$ cat src/logic/cpu_pkg.sv
/*
 * cpu package: word, address and instruction types, opcodes,
 * reset and data address constants, and the instruction window rules
 */
`default_nettype none

package cpu_pkg;

	typedef logic signed [15:0] word_t;
	typedef logic [15:0] addr_t;
	typedef logic [3:0] reg_idx_t;

	typedef enum logic [2:0] {
		OP_ADD_SUB  = 3'd0,
		OP_SLT_MULT = 3'd1,
		OP_LOAD     = 3'd2,
		OP_STORE    = 3'd3,
		OP_BEQ      = 3'd4,
		OP_JUMP     = 3'd5
	} opcode_e;

	// ##################################################
	// instruction formats, all views of the same 16 bits
	typedef struct packed {
		opcode_e     opcode;
		reg_idx_t    rs;
		reg_idx_t    rt;
		reg_idx_t    rd;
		logic        func;
	} r_form_t;

	typedef struct packed {
		opcode_e            opcode;
		reg_idx_t           rs;
		reg_idx_t           rt;
		logic signed [4:0]  imm;
	} i_form_t;

	typedef struct packed {
		opcode_e     opcode;
		logic [12:0] target;
	} j_form_t;

	typedef union packed {
		r_form_t r;
		i_form_t i;
		j_form_t j;
	} inst_t;

	// ##################################################
	// address map
	localparam addr_t PC_RESET    = 16'h1000;
	localparam addr_t DATA_OFFSET = 16'h1000;

	// window of 128 words around the pc
	localparam int    ICACHE_WORDS   = 128;
	localparam addr_t WIN_BACK       = 16'd124;
	localparam addr_t WIN_FWD        = 16'd130;
	localparam addr_t WIN_LOW_LIMIT  = 16'h107c;
	localparam addr_t WIN_LOW_BASE   = 16'h1000;
	localparam addr_t WIN_HIGH_LIMIT = 16'h1f7c;
	localparam addr_t WIN_HIGH_BASE  = 16'h1f00;

	// lower bound of a refilled window, clamped at both program ends
	function automatic addr_t window_base(input addr_t pc);
		addr_t base;
		if (pc < WIN_LOW_LIMIT)
			base = WIN_LOW_BASE;
		else if (pc > WIN_HIGH_LIMIT)
			base = WIN_HIGH_BASE;
		else
			base = pc - WIN_BACK;
		return base;
	endfunction

endpackage

`default_nettype wire

$ cat src/logic/mem_if.sv
/*
 * memory request links between the core-side blocks and the DRAM ports
 */
`timescale 1ns/1ps
`default_nettype none

// burst read: one req pulse, then beats until last
interface mem_rd_if import cpu_pkg::*; ();
	logic  req;
	addr_t addr;
	word_t data;
	logic  valid;
	logic  last;

	modport requester (output req, addr, input data, valid, last);
	modport port (input req, addr, output data, valid, last);
endinterface

// single word write, done pulses on the write response
interface mem_wr_if import cpu_pkg::*; ();
	logic  req;
	addr_t addr;
	word_t data;
	logic  done;

	modport requester (output req, addr, data, input done);
	modport port (input req, addr, data, output done);
endinterface

`default_nettype wire

$ cat src/logic/core_ctrl.sv
/*
 * core sequencer: runs one instruction at a time through fetch,
 * decode, register read, execute, memory and write-back
 */
`timescale 1ns/1ps
`default_nettype none

module core_ctrl import cpu_pkg::*; (
	input  logic        clk,
	input  logic        rst_n,
	output logic        io_stall,
	output addr_t       fetch_addr,
	input  word_t       fetch_word,
	input  logic        miss,
	output logic        refill,
	input  logic        refill_done,
	output logic        rd_en,
	output reg_idx_t    rs_idx,
	output reg_idx_t    rt_idx,
	input  word_t       rs_data,
	input  word_t       rt_data,
	output logic        wr_en,
	output reg_idx_t    wr_idx,
	output word_t       wr_data,
	mem_rd_if.requester load_rd,
	mem_wr_if.requester store_wr
);

	typedef enum logic [2:0] {
		S_REFILL,
		S_FETCH,
		S_DECODE,
		S_REG_READ,
		S_EXECUTE,
		S_MEMORY,
		S_WRITE_BACK,
		S_DONE
	} state_e;

	state_e state;
	state_e state_nxt;
	addr_t  pc;
	inst_t  inst;
	word_t  result;
	word_t  alu_out;
	word_t  imm_ext;
	addr_t  mem_addr;
	addr_t  branch_target;
	addr_t  jump_target;

	// ##################################################
	// sequencing
	always_comb begin
		state_nxt = state;
		case (state)
			S_FETCH:      state_nxt = miss ? S_REFILL : S_DECODE;
			S_REFILL:     if (refill_done) state_nxt = S_FETCH;
			S_DECODE:     state_nxt = S_REG_READ;
			S_REG_READ:   state_nxt = S_EXECUTE;
			S_EXECUTE: begin
				case (inst.r.opcode)
					OP_ADD_SUB, OP_SLT_MULT: state_nxt = S_WRITE_BACK;
					OP_LOAD, OP_STORE:       state_nxt = S_MEMORY;
					default:                 state_nxt = S_DONE;
				endcase
			end
			S_MEMORY: begin
				if (load_rd.last)
					state_nxt = S_WRITE_BACK;
				else if (store_wr.done)
					state_nxt = S_DONE;
			end
			S_WRITE_BACK: state_nxt = S_DONE;
			default:      state_nxt = S_FETCH;
		endcase
	end

	// pc points past the current instruction from decode on
	always_ff @(posedge clk or negedge rst_n) begin
		if (!rst_n) begin
			state    <= S_FETCH;
			pc       <= PC_RESET;
			io_stall <= 1'b1;
		end else begin
			state    <= state_nxt;
			io_stall <= (state_nxt != S_DONE);
			if (state == S_DECODE) begin
				pc <= pc + 16'd2;
			end else if (state == S_EXECUTE) begin
				if (inst.r.opcode == OP_BEQ && rs_data == rt_data)
					pc <= branch_target;
				else if (inst.r.opcode == OP_JUMP)
					pc <= jump_target;
			end
		end
	end

	always_ff @(posedge clk) begin
		if (state == S_DECODE)
			inst <= fetch_word;
		if (state == S_EXECUTE)
			result <= alu_out;
		else if (state == S_MEMORY && load_rd.last)
			result <= load_rd.data;
	end

	// ##################################################
	// execute
	assign imm_ext = {{11{inst.i.imm[4]}}, inst.i.imm};
	assign branch_target = pc + addr_t'(imm_ext <<< 1);
	assign jump_target = {3'b000, inst.j.target};
	// word address scaled to bytes, then into the data region
	assign mem_addr = addr_t'((rs_data + imm_ext) <<< 1) + DATA_OFFSET;

	always_comb begin
		case (inst.r.opcode)
			OP_ADD_SUB:
				alu_out = inst.r.func ? rs_data - rt_data : rs_data + rt_data;
			OP_SLT_MULT: begin
				if (inst.r.func)
					alu_out = word_t'(rs_data * rt_data);
				else
					alu_out = (rs_data < rt_data) ? word_t'(1) : word_t'(0);
			end
			default:
				alu_out = '0;
		endcase
	end

	// cache side
	assign fetch_addr = pc;
	assign refill = (state == S_FETCH) && miss;

	// register file side
	assign rd_en = (state == S_REG_READ);
	assign rs_idx = inst.r.rs;
	assign rt_idx = inst.r.rt;
	assign wr_en = (state == S_WRITE_BACK);
	// loads write rt, ALU ops write rd
	assign wr_idx = (inst.r.opcode == OP_LOAD) ? inst.r.rt : inst.r.rd;
	assign wr_data = result;

	// data memory requests go out in the execute cycle
	assign load_rd.req = (state == S_EXECUTE) && (inst.r.opcode == OP_LOAD);
	assign load_rd.addr = mem_addr;
	assign store_wr.req = (state == S_EXECUTE) && (inst.r.opcode == OP_STORE);
	assign store_wr.addr = mem_addr;
	assign store_wr.data = rt_data;

endmodule

`default_nettype wire

$ cat src/logic/cpu_top.sv
/*
 * processor top: core, register file, instruction window
 * and the instruction read, data read and data write ports
 */
`timescale 1ns/1ps
`default_nettype none

module cpu_top import cpu_pkg::*; (
	input  logic  clk,
	input  logic  rst_n,
	output logic  io_stall,
	// instruction DRAM read
	output logic  inst_ar_valid,
	input  logic  inst_ar_ready,
	output addr_t inst_ar_addr,
	input  logic  inst_r_valid,
	input  word_t inst_r_data,
	input  logic  inst_r_last,
	output logic  inst_r_ready,
	// data DRAM read
	output logic  data_ar_valid,
	input  logic  data_ar_ready,
	output addr_t data_ar_addr,
	input  logic  data_r_valid,
	input  word_t data_r_data,
	input  logic  data_r_last,
	output logic  data_r_ready,
	// data DRAM write
	output logic  data_aw_valid,
	input  logic  data_aw_ready,
	output addr_t data_aw_addr,
	output word_t data_aw_data,
	input  logic  data_b_valid,
	output logic  data_b_ready
);

	addr_t    fetch_addr;
	word_t    fetch_word;
	logic     miss;
	logic     refill;
	logic     refill_done;
	logic     rd_en;
	reg_idx_t rs_idx;
	reg_idx_t rt_idx;
	word_t    rs_data;
	word_t    rt_data;
	logic     wr_en;
	reg_idx_t wr_idx;
	word_t    wr_data;

	mem_rd_if inst_rd_bus ();
	mem_rd_if data_rd_bus ();
	mem_wr_if data_wr_bus ();

	core_ctrl u_core (
		.clk         (clk),
		.rst_n       (rst_n),
		.io_stall    (io_stall),
		.fetch_addr  (fetch_addr),
		.fetch_word  (fetch_word),
		.miss        (miss),
		.refill      (refill),
		.refill_done (refill_done),
		.rd_en       (rd_en),
		.rs_idx      (rs_idx),
		.rt_idx      (rt_idx),
		.rs_data     (rs_data),
		.rt_data     (rt_data),
		.wr_en       (wr_en),
		.wr_idx      (wr_idx),
		.wr_data     (wr_data),
		.load_rd     (data_rd_bus),
		.store_wr    (data_wr_bus)
	);

	reg_file u_regs (
		.clk     (clk),
		.rst_n   (rst_n),
		.rd_en   (rd_en),
		.rs_idx  (rs_idx),
		.rt_idx  (rt_idx),
		.rs_data (rs_data),
		.rt_data (rt_data),
		.wr_en   (wr_en),
		.wr_idx  (wr_idx),
		.wr_data (wr_data)
	);

	inst_cache u_icache (
		.clk         (clk),
		.rst_n       (rst_n),
		.fetch_addr  (fetch_addr),
		.fetch_word  (fetch_word),
		.miss        (miss),
		.refill      (refill),
		.refill_done (refill_done),
		.fill        (inst_rd_bus)
	);

	// instruction side reads a whole window per request
	dram_read_port #(.BURST_LEN(ICACHE_WORDS)) u_inst_port (
		.clk      (clk),
		.rst_n    (rst_n),
		.req_side (inst_rd_bus),
		.ar_valid (inst_ar_valid),
		.ar_ready (inst_ar_ready),
		.ar_addr  (inst_ar_addr),
		.r_valid  (inst_r_valid),
		.r_data   (inst_r_data),
		.r_last   (inst_r_last),
		.r_ready  (inst_r_ready)
	);

	dram_read_port #(.BURST_LEN(1)) u_data_rd_port (
		.clk      (clk),
		.rst_n    (rst_n),
		.req_side (data_rd_bus),
		.ar_valid (data_ar_valid),
		.ar_ready (data_ar_ready),
		.ar_addr  (data_ar_addr),
		.r_valid  (data_r_valid),
		.r_data   (data_r_data),
		.r_last   (data_r_last),
		.r_ready  (data_r_ready)
	);

	dram_write_port u_data_wr_port (
		.clk      (clk),
		.rst_n    (rst_n),
		.req_side (data_wr_bus),
		.aw_valid (data_aw_valid),
		.aw_ready (data_aw_ready),
		.aw_addr  (data_aw_addr),
		.aw_data  (data_aw_data),
		.b_valid  (data_b_valid),
		.b_ready  (data_b_ready)
	);

endmodule

`default_nettype wire

$ cat src/logic/dram_read_port.sv
/*
 * DRAM read master: one address handshake, then a burst of BURST_LEN beats
 */
`timescale 1ns/1ps
`default_nettype none

module dram_read_port import cpu_pkg::*; #(
	parameter int BURST_LEN = 1
) (
	input  logic   clk,
	input  logic   rst_n,
	mem_rd_if.port req_side,
	output logic   ar_valid,
	input  logic   ar_ready,
	output addr_t  ar_addr,
	input  logic   r_valid,
	input  word_t  r_data,
	input  logic   r_last,
	output logic   r_ready
);

	typedef logic [$clog2(BURST_LEN + 1)-1:0] cnt_t;

	cnt_t beat_cnt;
	logic beat;
	logic final_beat;

	assign beat = r_valid && r_ready;
	// a counted end covers DRAMs that leave r_last low on single beats
	assign final_beat = r_last || (beat_cnt == cnt_t'(BURST_LEN - 1));

	assign req_side.data = r_data;
	assign req_side.valid = beat;
	assign req_side.last = beat && final_beat;

	always_ff @(posedge clk or negedge rst_n) begin
		if (!rst_n) begin
			ar_valid <= 1'b0;
			r_ready  <= 1'b0;
			beat_cnt <= '0;
		end else begin
			if (req_side.req) begin
				ar_valid <= 1'b1;
				beat_cnt <= '0;
			end else if (ar_valid && ar_ready) begin
				ar_valid <= 1'b0;
				r_ready  <= 1'b1;
			end
			if (req_side.last) begin
				r_ready  <= 1'b0;
				beat_cnt <= '0;
			end else if (beat) begin
				beat_cnt <= beat_cnt + 1'b1;
			end
		end
	end

	always_ff @(posedge clk) begin
		if (req_side.req)
			ar_addr <= req_side.addr;
	end

endmodule

`default_nettype wire

$ cat src/logic/dram_write_port.sv
/*
 * DRAM write master: address and data in one handshake, then the response
 */
`timescale 1ns/1ps
`default_nettype none

module dram_write_port import cpu_pkg::*; (
	input  logic   clk,
	input  logic   rst_n,
	mem_wr_if.port req_side,
	output logic   aw_valid,
	input  logic   aw_ready,
	output addr_t  aw_addr,
	output word_t  aw_data,
	input  logic   b_valid,
	output logic   b_ready
);

	// one cycle pulse, b_ready drops right after
	assign req_side.done = b_valid && b_ready;

	always_ff @(posedge clk or negedge rst_n) begin
		if (!rst_n) begin
			aw_valid <= 1'b0;
			b_ready  <= 1'b0;
		end else begin
			if (req_side.req) begin
				aw_valid <= 1'b1;
			end else if (aw_valid && aw_ready) begin
				aw_valid <= 1'b0;
				b_ready  <= 1'b1;
			end
			if (req_side.done)
				b_ready <= 1'b0;
		end
	end

	// address and word held for the whole handshake
	always_ff @(posedge clk) begin
		if (req_side.req) begin
			aw_addr <= req_side.addr;
			aw_data <= req_side.data;
		end
	end

endmodule

`default_nettype wire

$ cat src/logic/inst_cache.sv
/*
 * instruction window: 128 words around the pc, refilled
 * by one burst whenever the fetch address falls outside it
 */
`timescale 1ns/1ps
`default_nettype none

module inst_cache import cpu_pkg::*; (
	input  logic        clk,
	input  logic        rst_n,
	input  addr_t       fetch_addr,
	output word_t       fetch_word,
	output logic        miss,
	input  logic        refill,
	output logic        refill_done,
	mem_rd_if.requester fill
);

	word_t mem [ICACHE_WORDS];
	addr_t win_lo;
	addr_t win_hi;
	logic  win_ok;
	addr_t offset;
	logic [$clog2(ICACHE_WORDS)-1:0] fill_idx;

	// burst starts at the new lower bound
	assign fill.req = refill;
	assign fill.addr = window_base(fetch_addr);
	assign refill_done = fill.last;

	assign miss = !win_ok || (fetch_addr < win_lo) || (fetch_addr > win_hi);
	assign offset = fetch_addr - win_lo;

	always_ff @(posedge clk or negedge rst_n) begin
		if (!rst_n) begin
			win_ok   <= 1'b0;
			fill_idx <= '0;
		end else if (refill) begin
			win_ok   <= 1'b0;
			fill_idx <= '0;
		end else if (fill.valid) begin
			fill_idx <= fill_idx + 1'b1;
			if (fill.last)
				win_ok <= 1'b1;
		end
	end

	always_ff @(posedge clk) begin
		if (refill) begin
			win_lo <= window_base(fetch_addr);
			win_hi <= window_base(fetch_addr) + WIN_BACK + WIN_FWD;
		end
		if (fill.valid)
			mem[fill_idx] <= fill.data;
		// byte offset to word index
		fetch_word <= mem[offset[$clog2(ICACHE_WORDS):1]];
	end

endmodule

`default_nettype wire

$ cat src/logic/reg_file.sv
/*
 * register file: sixteen signed words, two registered read ports
 */
`timescale 1ns/1ps
`default_nettype none

module reg_file import cpu_pkg::*; (
	input  logic     clk,
	input  logic     rst_n,
	input  logic     rd_en,
	input  reg_idx_t rs_idx,
	input  reg_idx_t rt_idx,
	output word_t    rs_data,
	output word_t    rt_data,
	input  logic     wr_en,
	input  reg_idx_t wr_idx,
	input  word_t    wr_data
);

	word_t regs [16];

	always_ff @(posedge clk or negedge rst_n) begin
		if (!rst_n) begin
			for (int i = 0; i < 16; i++)
				regs[i] <= '0;
		end else if (wr_en) begin
			regs[wr_idx] <= wr_data;
		end
	end

	// operands show up the cycle after rd_en
	always_ff @(posedge clk) begin
		if (rd_en) begin
			rs_data <= regs[rs_idx];
			rt_data <= regs[rt_idx];
		end
	end

endmodule

`default_nettype wire

$ cat config.mk
export PLATFORM = sky130hd
export DESIGN_NAME = cpu_top
export DESIGN_NICKNAME = d
export VERILOG_FILES = /design/src/logic/cpu_pkg.sv /design/src/logic/mem_if.sv /design/src/logic/core_ctrl.sv /design/src/logic/cpu_top.sv /design/src/logic/dram_read_port.sv /design/src/logic/dram_write_port.sv /design/src/logic/inst_cache.sv /design/src/logic/reg_file.sv
export SDC_FILE = /design/constraint.sdc
export NUM_CORES = 2
export LEC_CHECK = 0
export ABC_AREA = 1
export BUFFER_PORTS_ARGS = -buffer_cell sky130_fd_sc_hd__buf_2
export CAP_MARGIN = 30
export CORE_ASPECT_RATIO = 1.5
export CORE_MARGIN = 5
export CORE_UTILIZATION = 30
export DETAILED_ROUTE_END_ITERATION = 7
export PLACE_DENSITY = 0.47
export SYNTH_ARGS = -nofsm -noshare
export SYNTH_HDL_FRONTEND = slang
export SYNTH_SLANG_ARGS = --single-unit
$ cat constraint.sdc
create_clock -name clk -period 6.1 [get_ports clk]
set_clock_uncertainty 0.1 [all_clocks]
set_input_delay 0.915 -clock clk [delete_from_list [all_inputs] [get_ports clk]]
set_output_delay 0.915 -clock clk [all_outputs]
set_load 0.02 [all_outputs]
Word-level counts from Yosys, hierarchy flattened --
Memory sizes are Yosys's and may differ from the RTL's. A register that Yosys moved wholly into a read port is not among the register bits. Index checks and enable logic that the tools add are counted.
Word-level totals: input port bits 42, output and inout port bits 71, word-level logic and storage cells 181, RAM bits 2048, memories 1, flip-flop bits (word level) 443
Cells by class: multipliers 1, reduce and logical (&&, ||, !) cells 41, $add $sub $neg 13, muxes and demuxes 57, magnitude comparators 9, eq/ne operators 17, bitwise logic cells 4
Memory list:
- u_icache.mem | depth 128, bits a word 16, read ports 1, clocked after Yosys merged registers in 1, write ports 1, RTL line inst_cache.sv:19 | word_t mem [ICACHE_WORDS];
Operators with widths (count):
- 256-bit bitwise mux | 1
- 16-bit 2-to-1 mux | 16
- 16-bit binary-select mux with 4-bit select | 2
- 16-bit demux with 4-bit select | 1
- 16-bit adder | 2
- 16-bit < comparator | 2
- 16-bit case mux with 2 select lines | 1
- 1-bit 2-to-1 mux | 24
- 8-bit 2-to-1 mux | 3
- 3-bit case mux with 7 select lines | 1
- 2-bit nonzero test | 10
- 16-bit by 13-bit adder with 16-bit output (second input constant) | 1
- 16-bit by 2-bit adder with 16-bit output (second input constant) | 1
- 16-bit by 7-bit adder with 16-bit output (second input constant) | 1
- 16-bit by 8-bit adder with 16-bit output (second input constant) | 1
- 16-bit == test | 1
- 16-bit by 13-bit greater-than comparator with 1-bit output (second input constant) | 1
- 16-bit greater-than comparator | 1
- 16-bit by 13-bit < comparator with 1-bit output (second input constant) | 1
- 16-bit by 16-bit multiplier with 16-bit output | 1
- 16-bit subtractor | 1
- 16-bit by 7-bit subtractor with 16-bit output (second input constant) | 1
- 15-bit by 5-bit adder with 15-bit output | 1
- 3-bit == test (second input constant) | 5
- other kinds (25) | 62

Logic depth before layout (Yosys ltp) --
depth after elaboration 8, gate-level depth with buffers 30, mapped depth without buffers 30

Hierarchy --
A second synthesis with hierarchy kept.
Second synthesis, totals: cells, all modules 12556, area, all modules 119522.1 um^2
Modules (own cells, without submodules):
- inst_cache | times used 1, area each 90107.7 um^2, seq. area each 62950.4 um^2, cells each 8515
- reg_file | times used 1, area each 15825.2 um^2, seq. area each 7367.1 um^2, cells each 2268
- core_ctrl | times used 1, area each 10641.5 um^2, seq. area each 1465.2 um^2, cells each 1576
- dram_read_port at u_inst_port | times used 1, area each 1158.6 um^2, seq. area each 730.7 um^2, cells each 104
- dram_write_port | times used 1, area each 1048.5 um^2, seq. area each 1011.0 um^2, cells each 42
- dram_read_port at u_data_rd_port | times used 1, area each 740.7 um^2, seq. area each 555.5 um^2, cells each 51

Worst setup path after synthesis --
Ideal clock, no wire load.
path kind flip-flop to flip-flop, start point register u_regs.rt_data[1], end point register u_core.result[15], in the netlist u_core.wr_data[15] (data pin), cell stages (with the launch flop) 25, required time 5.744 ns, setup slack 0.512 ns, library setup time 0.256 ns, clock period less this slack 5.588 ns, path buffers 2, arrival time 5.232 ns, cell sequence edfxtp_1 > clkbuf_1 > clkbuf_1 > nand2_1 > fa_1 > fa_1 > fa_1 > fa_1 > inv_1 > fa_1 > inv_1 > fa_1 > inv_1 > ha_1 > nand2_1 > nor3_1 > nand3_1 > nand3_1 > nand2_1 > nand2_1 > a21oi_1 > inv_1 > nand2_1 > nand3_1 > a21oi_1
On the way: cells in the longest elaborated chain, start to end 4, elaborated cells on any way between the ends 7, classes of those cells 2 x add/sub; 1 x mul; 4 x mux
Ends and longest elaborated chain:
- start, declared | RTL line reg_file.sv:14 | output word_t rt_data,
- start signal, assigned | RTL line reg_file.sv:35 | rt_data <= regs[rt_idx];
- 16-bit by 16-bit multiplier with 16-bit output (tied with other cells) | RTL line core_ctrl.sv:121 | alu_out = word_t'(rs_data * rt_data);
- 16-bit 2-to-1 mux, on equally long branches | RTL line core_ctrl.sv:120, core_ctrl.sv:118
- 16-bit case mux with 2 select lines (*) | RTL line core_ctrl.sv:116 | case (inst.r.opcode)
- 16-bit 2-to-1 mux (*) | RTL line core_ctrl.sv:101 | if (state == S_EXECUTE)
- end signal, assigned | RTL line core_ctrl.sv:102 | result <= alu_out;
- end signal, assigned | RTL line core_ctrl.sv:104 | result <= load_rd.data;
- end, declared | RTL line core_ctrl.sv:44 | word_t result;
Mark *: on every way between the ends. The rest lies on a longest branch, timed or not. A chain may end at the register's enable or synchronous reset.

Final worst setup path --
start point register u_regs.rt_data[3], end point register u_core.result[15], in the netlist u_core.wr_data[15] (data pin)
The elaborated chain is that of the path after synthesis.

==> results.txt <==
* Via count of the first global-routing pass: 73700
- Data on the critical path arrives at its endpoint at 6.32 ns.
- Max clock buf depth: 4
- Of the total synthesized cell area, the portion taken by full adders, half adders and majority gates is 3.22%.
- Fin. max-slew vios: 0
- Entering global routing, the biggest net connects between 150 and 200 pins.
- Mean post-synth cell area: around 12 um^2
* Endpoints failing hold: 0
- For this run, the number of Yosys warnings is 0.
* Cell Rows: roughly 280
* Critical path buffers and inverters: 7
- Full die area: roughly 0.39 mm^2
* CP max stage cell: sky130_fd_sc_hd__fa_1
- Prior to clock tree synthesis, the placed netlist has a worst setup slack of 0.312 ns.
- Die span in x: between 500 and 600 um
- On the final layout, the worst hold slack is roughly 0.13 ns.
- The clock net in this run drives a total of between 2000 and 3000 sinks.
* Required time of the critical path: around 6.6 ns
* Largest incremental delay on the critical path: ~0.52 ns
* Post-synthesis compound-gate area fraction: slightly above 9%
- Max-cap violations in this run came to 0.
* I/O pin count: around 110
* # DRC: 1
- The routed layout has roughly 73000 vias.
* Total negative setup slack: 0 ns
* Initial standard-cell utilization of the core: 30.1%
- Global-route total usage across every layer: between 10% and 20%
- Clock tree from TritonCTS: yes
- Area Growth Syn to Fin: 13.6%
- Total core area: around 0.38 mm^2
- Number of antenna violations at the first check in global routing: 18
- Setup Viol. Count Final: 0
- Combined area of all synthesized cells: between 0.1 and 0.15 mm^2
* Final critical-path required period: 5.78 ns
- Worst min-delay path class: input port to flop
- In the final routed layout, each cell accounts on average for ~24 um.
* Post-synthesis async set-or-reset flop share: about an eighth
- CP Class: flop to flop
- Dividing the final minimum period by the clock period gives between 90% and 100%.
- After detailed routing, the number of vias per cell comes to about 4.9.
- The final reports fail on DRC.
* Root Buffer: sky130_fd_sc_hd__clkbuf_16
- Overflow left after global routing: 0
- Highest fanout seen on the critical path: 8
- For the pin with the worst max-slew slack, the measured transition is 1.01 ns.
- Total number of H-tree levels: 4
* Die Height: 763 um
* Launching element type of the critical path: flop
- Of the total synthesized cell area, the portion taken by AND, OR, NAND and NOR gates is under 10%.
- The share of the Yosys chip area taken by registers is 64.8%.
* Clk Latency, worst-skew pair: ~0.9 ns
- Number of distinct library cells after synthesis: 55
* Placer Congestion: 0.909
- In the final design database the tool counted around 10000 nets.
- Type of destination of the critical path: flop
- Counting every instance in the synthesized netlist gives between 9000 and 10000.
* Dominant combinational cell family by area after synthesis: compound AO/OA/AOI/OAI gates
- HPWL reported at the end of detailed placement: between 200 and 250 mm
- The number of clock buffers added by TritonCTS is 249.
- The flow ran to the end, but the final reports show violations.
* Post-synthesis sequential element count: roughly 2500
- Minimum setup slack in the final design: around 0.32 ns
- The first global-routing pass estimated between 500 and 600 mm of wire.
- The count of nets left with antenna violations once routing finished came out at 0.
- Headroom to the max-slew limit came out at 32.4%.
* Number of enable flip-flop cells after synthesis: 2189
* Routed Wire Length: 359 mm
* Critical path's top delay family: adder cells
- Clock-pin slew reported for the worst setup and hold paths after clock tree synthesis: 0.07 ns
- Detailed Routing Iterations Pass 1: 8
* Layout Cells excl Fill: ~15000
- Buffers placed on the I/O ports in this run total 110.
- DRC marker count from the first detailed-route iteration: roughly 5600
* Share of the synthesized netlist area taken by xor and xnor gates: less than 1%
- Setup repair after global routing missed its margin: false
- In the synthesized netlist the dominant register cell turns out to be sky130_fd_sc_hd__edfxtp_1.
- Fraction of final layout cells with drive strength greater than 1: between 10% and 20%
- Share of cell area taken by muxes after synthesis: under 10%
- Counting tap cells, the placed design contains a total of 14300 instances.
- Based on the critical path, the design can be clocked at up to between 0.15 and 0.2 GHz.
==> flip-flops by register name, summed over array words and instances, names as in the netlist, 3 cells and up <==
| register | count |
|---|---|
| u_data_wr_port.aw_addr | 15 |
| u_core.state | 3 |
| u_icache.fill_idx | 7 |
| u_regs.rs_data | 16 |
| u_regs.rt_data | 16 |
| u_data_wr_port.aw_data | 16 |
| u_inst_port.beat_cnt | 8 |
| u_regs.regs | 256 |
| u_data_rd_port.ar_addr | 15 |
| u_icache.fetch_word | 16 |
| u_core.fetch_addr | 16 |
| u_icache.mem | 2048 |
| u_core.inst | 16 |
| u_icache.win_lo | 15 |
| u_icache.win_hi | 16 |
| u_core.wr_data | 16 |
==> final timing paths <==
path / startpoint / cells past startpoint / to / slack (ns)
max in group asynchronous: rst_n / 3 / u_regs.regs[10] / 4.10
min in group asynchronous: rst_n / 2 / u_data_rd_port.ar_valid / 0.45
worst max-delay path: u_regs.rt_data[3] / 25 / u_core.wr_data[15] / 0.32
worst min register to register: u_icache.fetch_word[8] / 0 / u_core.inst[8] / 0.30
worst max register to register: u_regs.rt_data[3] / 25 / u_core.wr_data[15] / 0.32
worst min-delay path: data_ar_ready / 2 / u_data_rd_port.ar_valid / 0.13
==> layout make-up <==
type,instances,area (um^2)
fillers,37100,248000
clock buffers,326,6600
flip-flops and latches,2504,73500
repair buffers,439,3660
multi-input cells,5668,35100
inverters,663,2500
well taps,5004,6260
diodes,58,145
clock inverters,117,1090
==> metal layers <==
layer | routed length, um | global-route usage, % | vias up
li1 | - | - | 33800
met4 | 21600 | 9.54 | 0
met5 | 0 | 0 | -
met1 | 138000 | 20.6 | 36700
met2 | 186000 | 32.4 | 1750
met3 | 13400 | 1.75 | 602
==> cells by family after synthesis <==
| logic type | after synthesis |
|---|---|
| flip-flops | 2504 |
| AND/OR/NAND/NOR | 2449 |
| AO/OA/AOI/OAI | 1953 |
| buffers and inverters | 1216 |
| multiplexers | 960 |
| adder cells (fa/ha/maj) | 242 |
| XOR/XNOR | 56 |
| other | 2 |
==> cells in the mapped netlist (39+ instances only) <==
cell type	count	area, um^2
sky130_fd_sc_hd__dfrtp_1	296	7410
sky130_fd_sc_hd__inv_1	656	2460
sky130_fd_sc_hd__nand3_1	293	1470
sky130_fd_sc_hd__clkbuf_1	315	1180
sky130_fd_sc_hd__nor2_1	311	1170
sky130_fd_sc_hd__edfxtp_1	2189	65700
sky130_fd_sc_hd__a21oi_1	325	1630
sky130_fd_sc_hd__buf_2	145	726
sky130_fd_sc_hd__o221ai_1	59	517
sky130_fd_sc_hd__xor2_1	39	342
sky130_fd_sc_hd__fa_1	83	1660
sky130_fd_sc_hd__buf_1	49	184
sky130_fd_sc_hd__o21ai_1	160	801
sky130_fd_sc_hd__ha_1	159	1990
sky130_fd_sc_hd__a31oi_1	270	1690
sky130_fd_sc_hd__mux2i_1	256	2560
sky130_fd_sc_hd__o21ai_0	1069	5350
sky130_fd_sc_hd__mux2_2	704	7930
sky130_fd_sc_hd__nand2_1	1767	6630
==> timing repair <==
item | in CTS | in global routing
endpoints found under the setup margin | 0 | 1
endpoints found under the hold margin | 76 | 0
setup buffers | 0 | 1
gates resized for setup | 0 | 1
hold buffers | 1 | 0
==> worst register-to-register path, stage by stage, from the launching register on <==
cell and delay, ns:
sky130_fd_sc_hd__edfxtp_1 0.51, sky130_fd_sc_hd__buf_4 0.24, sky130_fd_sc_hd__ha_1 0.25, sky130_fd_sc_hd__fa_1 0.52, sky130_fd_sc_hd__inv_1 0.06, sky130_fd_sc_hd__fa_1 0.41, sky130_fd_sc_hd__inv_1 0.08, sky130_fd_sc_hd__ha_1 0.14
sky130_fd_sc_hd__inv_1 0.05, sky130_fd_sc_hd__fa_1 0.46, sky130_fd_sc_hd__fa_1 0.50, sky130_fd_sc_hd__fa_1 0.49, sky130_fd_sc_hd__inv_1 0.04, sky130_fd_sc_hd__ha_1 0.34, sky130_fd_sc_hd__nand2_1 0.08, sky130_fd_sc_hd__nor3_1 0.36
sky130_fd_sc_hd__nand3_1 0.12, sky130_fd_sc_hd__nand3_1 0.14, sky130_fd_sc_hd__nand2_1 0.08, sky130_fd_sc_hd__nand2_1 0.07, sky130_fd_sc_hd__a21oi_1 0.06, sky130_fd_sc_hd__buf_4 0.14, sky130_fd_sc_hd__inv_1 0.05, sky130_fd_sc_hd__nand2_1 0.05
sky130_fd_sc_hd__nand3_1 0.08, sky130_fd_sc_hd__a21oi_1 0.08
==> cell usage in the layout (no fill, tap or decap), drive strengths merged, types with 7 or more instances in the layout <==
cell,netlist,routed
nand2,1767,1767
edfxtp,2189,2189
xnor2,17,17
dfxtp,16,16
inv,660,668
fa,83,83
nand4,17,17
clkinv,3,92
diode,0,58
bufinv,0,17
dfrtp,296,296
ha,159,159
clkbuf,315,327
mux2,704,704
o21bai,9,9
o21ai,1229,1229
conb,2,8
nand3b,10,10
a31oi,270,270
o22ai,16,16
mux2i,256,256
o221ai,59,59
nor3,35,35
a21oi,326,326
o211ai,7,7
buf,238,437
nand3,293,293
nor2,313,313
xor2,39,39
or2,7,7
==> through the flow <==
step	utilization [%]	instance area, um^2
after floorplan	-	113000
after global placement	32.1	121000
after detailed placement	32.1	121000
after CTS	34.2	129000
after global routing	34.2	129000
final	34.2	129000
Power is not shown: default switching activity piles up to over one toggle a cycle in this logic, so the estimate is an artifact.
